$ cat config.mk
export PLATFORM = sky130hd
export DESIGN_NAME = spi_master_top
export DESIGN_NICKNAME = d
export VERILOG_FILES = /design/src/logic/spi_pkg.sv /design/src/logic/spi_credit_fifo.sv /design/src/logic/spi_master_driver.sv /design/src/logic/spi_master_top.sv /design/src/logic/spi_shift_engine.sv
export SDC_FILE = /design/constraint.sdc
export NUM_CORES = 1
export LEC_CHECK = 0
export BUFFER_PORTS_ARGS = -buffer_cell sky130_fd_sc_hd__buf_2
export CAP_MARGIN = 20
export CORE_ASPECT_RATIO = 1.5
export CORE_MARGIN = 2
export CORE_UTILIZATION = 54
export CTS_CLUSTER_DIAMETER = 150
export DETAILED_ROUTE_END_ITERATION = 10
export PLACE_DENSITY = 0.75
export SLEW_MARGIN = 10
export SYNTH_ARGS = -nofsm -noshare
export SYNTH_HDL_FRONTEND = slang
export SYNTH_SLANG_ARGS = --single-unit
export TNS_END_PERCENT = 10
$ cat constraint.sdc
create_clock -name clk -period 3.1 [get_ports clk]
set_clock_uncertainty 0.2 [all_clocks]
set_input_delay 0.31 -clock clk [delete_from_list [all_inputs] [get_ports clk]]
set_output_delay 0.31 -clock clk [all_outputs]
set_load 0.02 [all_outputs]
$ cat src/logic/spi_pkg.sv
package spi_pkg;

  //////////////////////////////
  // word and queue sizing
  //////////////////////////////

  localparam int DATA_WIDTH = 32;  // bits per spi word
  localparam int CMD_DEPTH  = 4;   // also the host's starting command credits
  localparam int RSP_DEPTH  = 4;   // also the starting response credits

  // clk cycles per half period of sclk
  localparam int SCLK_HALF = 2;

  //////////////////////////////
  // derived counter widths
  //////////////////////////////

  localparam int BIT_CNT_W  = $clog2(DATA_WIDTH);
  localparam int HALF_CNT_W = $clog2(SCLK_HALF + 1);
  localparam int RSP_CRED_W = $clog2(RSP_DEPTH + 1);

  // reload values, sized to their counters
  localparam logic [BIT_CNT_W-1:0]  LAST_BIT    = BIT_CNT_W'(DATA_WIDTH - 1);
  localparam logic [HALF_CNT_W-1:0] HALF_RELOAD = HALF_CNT_W'(SCLK_HALF - 1);
  localparam logic [RSP_CRED_W-1:0] RSP_CRED_INIT = RSP_CRED_W'(RSP_DEPTH);

  //////////////////////////////
  // host payloads
  //////////////////////////////

  // word to shift out on mosi
  typedef struct packed {
    logic [DATA_WIDTH-1:0] data;
  } spi_cmd_t;

  // word captured from miso
  typedef struct packed {
    logic [DATA_WIDTH-1:0] data;
  } spi_rsp_t;

endpackage

$ cat src/logic/spi_credit_fifo.sv
`timescale 1ns/1ps

module spi_credit_fifo #(
  parameter type payload_t = logic [31:0],
  parameter int  DEPTH     = 4  // power of two, pointers wrap on overflow
) (
  input  logic     clk,
  input  logic     rst,
  input  logic     push,
  input  payload_t push_data,
  input  logic     pop,
  output payload_t pop_data,
  output logic     empty,
  output logic     full,
  output logic     credit
);

  localparam int PTR_W = (DEPTH > 1) ? $clog2(DEPTH) : 1;
  localparam int CNT_W = $clog2(DEPTH + 1);
  localparam logic [CNT_W-1:0] CNT_FULL = CNT_W'(DEPTH);

  payload_t         mem [DEPTH];
  logic [PTR_W-1:0] wr_ptr;
  logic [PTR_W-1:0] rd_ptr;
  logic [CNT_W-1:0] count;  // entries held

  assign pop_data = mem[rd_ptr];  // head is always visible
  assign empty    = (count == '0);
  assign full     = (count == CNT_FULL);

  // storage, no reset needed
  always_ff @(posedge clk) begin
    if (push) begin
      mem[wr_ptr] <= push_data;
    end
  end

  always_ff @(posedge clk or posedge rst) begin
    if (rst) begin
      wr_ptr <= '0;
      rd_ptr <= '0;
      count  <= '0;
      credit <= 1'b0;
    end else begin
      if (push) wr_ptr <= wr_ptr + 1'b1;
      if (pop) rd_ptr <= rd_ptr + 1'b1;
      case ({push, pop})
        2'b10:   count <= count + 1'b1;
        2'b01:   count <= count - 1'b1;
        default: count <= count;  // both or neither
      endcase
      credit <= pop;  // one credit back per freed slot
    end
  end

  //////////////////////////////
  // protocol checks
  //////////////////////////////

  // sender ran past its credits
  a_no_overflow : assert property (@(posedge clk) disable iff (rst) !(push && full))
    else $error("spi_credit_fifo: push while full");

  // consumer popped without looking at empty
  a_no_underflow : assert property (@(posedge clk) disable iff (rst) !(pop && empty))
    else $error("spi_credit_fifo: pop while empty");

endmodule

$ cat src/logic/spi_master_driver.sv
`timescale 1ns/1ps

module spi_master_driver (
  input  logic              clk,
  input  logic              rst,
  input  logic              start,
  input  spi_pkg::spi_cmd_t tx,
  output logic              busy,
  output logic              done,
  output spi_pkg::spi_rsp_t rx,
  output logic              sclk,
  output logic              cs,
  output logic              mosi,
  input  logic              miso
);

  typedef enum logic [1:0] {
    ST_IDLE,
    ST_WAIT_HIGH,  // sclk low, waiting to raise it
    ST_WAIT_LOW,   // sclk high, waiting to drop it
    ST_FINALIZE    // last half period before cs rises
  } state_t;

  state_t                           state;
  logic [spi_pkg::BIT_CNT_W-1:0]    bit_cnt;   // bits left after this one
  logic [spi_pkg::HALF_CNT_W-1:0]   half_cnt;
  logic                             half_end;
  logic                             cs_rise;   // cs went high this cycle
  logic [spi_pkg::DATA_WIDTH-1:0]   word;

  assign half_end = (half_cnt == '0);
  assign rx.data  = word;

  // hold off until the response is pushed, so the top sees a true full flag
  assign busy = (state != ST_IDLE) | cs_rise | done;

  //////////////////////////////
  // transaction fsm
  //////////////////////////////

  always_ff @(posedge clk or posedge rst) begin
    if (rst) begin
      state    <= ST_IDLE;
      bit_cnt  <= '0;
      half_cnt <= '0;
      sclk     <= 1'b0;
      cs       <= 1'b1;
      cs_rise  <= 1'b0;
      done     <= 1'b0;
    end else begin
      cs_rise <= 1'b0;
      done    <= cs_rise;  // response word settled by now
      if (state != ST_IDLE) begin
        half_cnt <= half_end ? spi_pkg::HALF_RELOAD : half_cnt - 1'b1;
      end
      case (state)
        ST_IDLE: begin
          sclk <= 1'b0;
          if (start) begin
            bit_cnt  <= spi_pkg::LAST_BIT;
            half_cnt <= spi_pkg::HALF_RELOAD;
            cs       <= 1'b0;
            state    <= ST_WAIT_HIGH;
          end
        end
        ST_WAIT_HIGH: begin
          if (half_end) begin
            sclk  <= 1'b1;
            state <= ST_WAIT_LOW;
          end
        end
        ST_WAIT_LOW: begin
          if (half_end) begin
            sclk <= 1'b0;
            if (bit_cnt == '0) begin
              state <= ST_FINALIZE;
            end else begin
              bit_cnt <= bit_cnt - 1'b1;
              state   <= ST_WAIT_HIGH;
            end
          end
        end
        ST_FINALIZE: begin
          if (half_end) begin
            cs      <= 1'b1;
            cs_rise <= 1'b1;
            state   <= ST_IDLE;
          end
        end
        default: state <= ST_IDLE;
      endcase
    end
  end

  spi_shift_engine spi_shift_engine_i (
    .clk       (clk),
    .rst       (rst),
    .load      (start),
    .load_data (tx.data),
    .sclk      (sclk),
    .cs        (cs),
    .sout      (mosi),
    .sin       (miso),
    .word      (word)
  );

  // cpol=0 idle level outside a frame
  a_sclk_idle : assert property (@(posedge clk) disable iff (rst) cs |-> !sclk)
    else $error("spi_master_driver: sclk high while cs high");

endmodule

$ cat src/logic/spi_master_top.sv
`timescale 1ns/1ps

module spi_master_top (
  input  logic              clk,
  input  logic              rst,
  input  logic              cmd_valid,
  input  spi_pkg::spi_cmd_t cmd,
  output logic              cmd_credit,
  output logic              rsp_valid,
  output spi_pkg::spi_rsp_t rsp,
  input  logic              rsp_credit,
  output logic              sclk,
  output logic              cs,
  output logic              mosi,
  input  logic              miso
);

  spi_pkg::spi_cmd_t               cmd_head;
  spi_pkg::spi_rsp_t               rx_word;
  logic                            cmd_empty;
  logic                            rsp_empty;
  logic                            rsp_full;
  logic                            busy;
  logic                            done;
  logic                            take;
  logic [spi_pkg::RSP_CRED_W-1:0]  rsp_cred;  // credits the host has granted

  // start only if the answer has somewhere to go
  assign take      = ~busy & ~cmd_empty & ~rsp_full;
  assign rsp_valid = ~rsp_empty & (rsp_cred != '0);

  //////////////////////////////
  // response credit counter
  //////////////////////////////

  always_ff @(posedge clk or posedge rst) begin
    if (rst) begin
      rsp_cred <= spi_pkg::RSP_CRED_INIT;
    end else begin
      case ({rsp_valid, rsp_credit})
        2'b10:   rsp_cred <= rsp_cred - 1'b1;
        2'b01:   rsp_cred <= rsp_cred + 1'b1;
        default: rsp_cred <= rsp_cred;  // spend and return cancel
      endcase
    end
  end

  spi_credit_fifo #(
    .payload_t (spi_pkg::spi_cmd_t),
    .DEPTH     (spi_pkg::CMD_DEPTH)
  ) cmd_fifo_i (
    .clk       (clk),
    .rst       (rst),
    .push      (cmd_valid),
    .push_data (cmd),
    .pop       (take),
    .pop_data  (cmd_head),
    .empty     (cmd_empty),
    .full      (),  // host credits keep it from filling past depth
    .credit    (cmd_credit)
  );

  spi_master_driver spi_master_driver_i (
    .clk   (clk),
    .rst   (rst),
    .start (take),
    .tx    (cmd_head),
    .busy  (busy),
    .done  (done),
    .rx    (rx_word),
    .sclk  (sclk),
    .cs    (cs),
    .mosi  (mosi),
    .miso  (miso)
  );

  spi_credit_fifo #(
    .payload_t (spi_pkg::spi_rsp_t),
    .DEPTH     (spi_pkg::RSP_DEPTH)
  ) rsp_fifo_i (
    .clk       (clk),
    .rst       (rst),
    .push      (done),
    .push_data (rx_word),
    .pop       (rsp_valid),
    .pop_data  (rsp),
    .empty     (rsp_empty),
    .full      (rsp_full),
    .credit    ()  // space is tracked through full here
  );

endmodule

$ cat src/logic/spi_shift_engine.sv
`timescale 1ns/1ps

module spi_shift_engine (
  input  logic                          clk,
  input  logic                          rst,
  input  logic                          load,
  input  logic [spi_pkg::DATA_WIDTH-1:0] load_data,
  input  logic                          sclk,
  input  logic                          cs,
  output logic                          sout,
  input  logic                          sin,
  output logic [spi_pkg::DATA_WIDTH-1:0] word
);

  logic                          sclk_q;  // last cycle's sclk
  logic                          sclk_rise;
  logic                          sclk_fall;
  logic [spi_pkg::DATA_WIDTH-1:0] tx_sr;
  logic [spi_pkg::DATA_WIDTH-1:0] rx_sr;

  assign sclk_rise = sclk & ~sclk_q & ~cs;
  assign sclk_fall = ~sclk & sclk_q & ~cs;
  assign word      = rx_sr;

  always_ff @(posedge clk or posedge rst) begin
    if (rst) begin
      sclk_q <= 1'b0;
      sout   <= 1'b0;
    end else begin
      sclk_q <= sclk;
      if (sclk_rise) sout <= tx_sr[spi_pkg::DATA_WIDTH-1];  // cpha=1 launch
    end
  end

  // payload shifters
  always_ff @(posedge clk) begin
    if (load) begin
      tx_sr <= load_data;
    end else if (sclk_rise) begin
      tx_sr <= {tx_sr[spi_pkg::DATA_WIDTH-2:0], 1'b0};  // msb first
    end
    if (sclk_fall) begin
      rx_sr <= {rx_sr[spi_pkg::DATA_WIDTH-2:0], sin};  // sample on trailing edge
    end
  end

  // a new word must not land in the middle of a frame
  a_load_idle : assert property (@(posedge clk) disable iff (rst) load |-> cs)
    else $error("spi_shift_engine: load while cs low");

endmodule

==> impl_metrics.toml <==
[run_status]
status = "completed"

[layout]
layout_commonest_cell = "edfxtp_1"
flow.area_growth_from_synthesis_pct = 15.26
nNetsFinal = 782
fin_cells = 1075
final_cell_mix = "edfxtp_1 (320), buf_2 (73), mux4_2 (64)"
drive_gt1_frac = 0.3160

[detailed_routing]
drt_iter0_markers = 395
first_pass_iters = 5
drc = 0
wl_per_cell_um = 20.10
ant_nets = 0
via_per_inst = 5.532
wl_um = 21600
dr_total_vias = 5947

[power_and_ir_drop]
p_seq_frac = 0.472
finalPower_mw = 15.13
clock_power_share = 0.237
power.internal_mw = 10.75
p_per_area_nw_per_um2 = 978.4
combPwrFrac = 0.292
p_sw_mw = 4.382
leakage_nw = 5.381
swShare = 0.2896
ir_worst_vdd_v = 0.0006713

[critical_path]
criticalPathCategory = "flop to flop"
rr_startpoint = "spi_master_driver_i.state[1]"
critPathMaxFanout = 11
start_kind = "flop"
critPathArrivalTime_ps = 3180
required_ps = 3360
crit_top_cell = "xor2_1"
path_cells = "or4_1 -> a211o_1 -> clkinv_8 -> ha_1 -> inv_1 -> fa_1 -> xor2_1 -> nor2_1 -> xor2_1"
critPathLaunch = "spi_master_driver_i.state[1]"
crit_path_end_kind = "flop"
slowest_delay_ps = 540
critical_path.slowest_cell = "or4_1"

[die]
start_util = 0.5491
core_area_um2 = 24440
die_height_um = 197.1
std_cell_rows = 70
die-width_um = 132.7
io_pins = 74
fp.dieArea_um2 = 26150

[clock_network]
insertion_delay_ps = 550
cts_buffers = 30
clkTransAtPathRegs_ps = 60
htreeDepth = 1
root_buffer = "clkbuf_16"
postCtsHoldBufs = 36
cts_sinks = 353
cts_resized = 0
post_cts.repair.setup_buffers = 0
clock_path_buffers = 3
cts_tree = "yes"

[timing]
setup_viol = 0
slew_violations = 0
hold_slack_ps = 179.8
setup_ws_ps = 180.2
tightest_slew_ps = 630.4
fmax_mhz = 342.5
period_share = 0.9419
hold_viol_final = 0
period_minus_slack_ps = 2920
rsz0062_at_grt = "no"
max-slew-margin-rel = 0.5738
tns_ps = 0

[synth]
ys_seq_area_frac = 0.7780
synth-edff-count = 320
syn_nets = 649
yosysUniqueCellTypes = 42
synth.avg_cell_area_um2 = 22.51
synth_seq_cells = 353
netlist_area_um2 = 13420
synth_flop_cell = "edfxtp_1"
synth_cells = 596
async_reset_ff_frac = 0.09348
synth_warnings = 0

[worst_hold_path]
hp-class = "flop to flop"
hp-start = "spi_master_driver_i.cs_rise"

[job]
cap_violations = 0

[global_routing]
grt-ovfl-total = 0
grt_pass1_vias = 6511
grt_pass1_wl_um = 35020
antenna_found_initial = 1
grt_max_degree = 35
track_usage = 0.1710

[placed_design]
hpwl_um = 11980
place.gp.congestion = 0.7731
io_buffers = 73
placed_cells = 985
pre_cts_ws_ps = 186.8
per-stage QoR:
step,util,area (µm²)
2_1_floorplan,-,13420
3_5_place_dp,0.5796,14160
4_1_cts,0.6327,15460
5_1_grt,0.6328,15460
6_report,0.6328,15460
3_3_place_gp,0.5796,14160
Yosys cell counts (2+ instances only):
| cell | count | area [µm²] |
|---|---|---|
| buf_1 | 2 | 7.510 |
| nand2_1 | 7 | 26.28 |
| and2_1 | 9 | 56.30 |
| nor3_1 | 11 | 55.05 |
| nor2_1 | 9 | 33.78 |
| buf_2 | 4 | 20.02 |
| nand2b_1 | 3 | 18.77 |
| buf_6 | 2 | 22.52 |
| xnor2_1 | 5 | 43.79 |
| buf_4 | 2 | 15.01 |
| mux2_2 | 2 | 22.52 |
| nor3_2 | 3 | 30.03 |
| dfrtp_1 | 31 | 775.7 |
| mux2i_1 | 3 | 30.03 |
| mux2_4 | 30 | 450.4 |
| nand3_1 | 3 | 15.01 |
| nor3b_1 | 2 | 15.01 |
| a31oi_1 | 2 | 12.51 |
| buf_12 | 4 | 80.08 |
| o21ai_0 | 5 | 25.02 |
| dfstp_2 | 2 | 52.55 |
| xor2_1 | 9 | 78.83 |
| mux4_2 | 64 | 1441 |
| fa_1 | 3 | 60.06 |
| ha_1 | 13 | 162.7 |
| edfxtp_1 | 320 | 9609 |
| inv_1 | 17 | 63.81 |
| clkbuf_1 | 10 | 37.54 |
| a21oi_1 | 6 | 30.03 |
cell families (layout without fill, tap and decap cells):
| logic type | after synthesis | after routing | synth area share |
|---|---|---|---|
| adders and majority gates | 16 | 16 | 0.01660 |
| DFF | 353 | 353 | 0.7780 |
| other | 0 | 1 | 0 |
| buffers and inverters | 42 | 196 | 0.01958 |
| AOI/OAI and AO/OA | 17 | 17 | 0.007554 |
| and+or+nand+nor | 53 | 53 | 0.02220 |
| xor gates and xnor gates | 15 | 15 | 0.01035 |
| muxes | 100 | 100 | 0.1458 |
final timing paths:
| kind | to | slack, ps | cells after the start |
|---|---|---|---|
| setup / recovery | cmd_fifo_i.count[2] | 180 | 9 |
| hold / removal | spi_master_driver_i.done | 180 | 0 |
| setup reg to reg | cmd_fifo_i.count[2] | 180 | 9 |
| hold reg to reg | spi_master_driver_i.done | 180 | 0 |
| max in group asynchronous | spi_master_driver_i.cs | 2180 | 4 |
| min in group asynchronous | rsp_cred[1] | 190 | 4 |
metal layers:
layer | GRT usage | vias up | part of all wire
li1 | - | 2655 | -
met1 | 0.2071 | 3113 | 0.38
met2 | 0.3220 | 147 | 0.56
met3 | 0.02669 | 32 | 0.043
met4 | 0.03982 | 0 | 0.017
met5 | 0 | - | 0
state kept, by name, summed over array words and instances, names as in the netlist, 2 cells and up:
name / cells
cmd_fifo_i.mem: 128
rsp_fifo_i.mem: 128
spi_master_driver_i.spi_shift_engine_i.tx_sr: 32
spi_master_driver_i.spi_shift_engine_i.word: 32
spi_master_driver_i.bit_cnt: 5
cmd_fifo_i.count: 3
rsp_cred: 3
rsp_fifo_i.count: 3
cmd_fifo_i.rd_ptr: 2
cmd_fifo_i.wr_ptr: 2
rsp_fifo_i.rd_ptr: 2
rsp_fifo_i.wr_ptr: 2
spi_master_driver_i.half_cnt: 2
spi_master_driver_i.state: 2
power by group through the flow:
stage | Sequential, mW | Combinational (mW) | Clock (mW)
final | 7.14 | 4.41 | 3.58
after global routing | 7.25 | 4.79 | 3.85
after detailed placement | 7.21 | 4.45 | 0
after CTS | 7.14 | 4.51 | 3.66
after global placement | 7.15 | 4.31 | 0
after floorplan | 7.03 | 3.53 | 0
critical path, delay by kind of cell, from the launching register on:
family	cells	cell delay [ps]
DFF	1	480
AOI/OAI and AO/OA	1	420
xor gates and xnor gates	2	330
buffers and inverters	2	210
adders and majority gates	2	550
and+or+nand+nor	2	650
layout make-up:
cell class	instances	area (µm²)
sequential	353	10440
fill	1590	8972
multi-input combinational	201	2728
timing repair buffer	125	870.8
clock buffer	43	840.8
tap	324	405.4
clock inverter	10	96.34
inverter	18	80.08
antenna	1	2.502
Power figures use the tool's default switching activity.
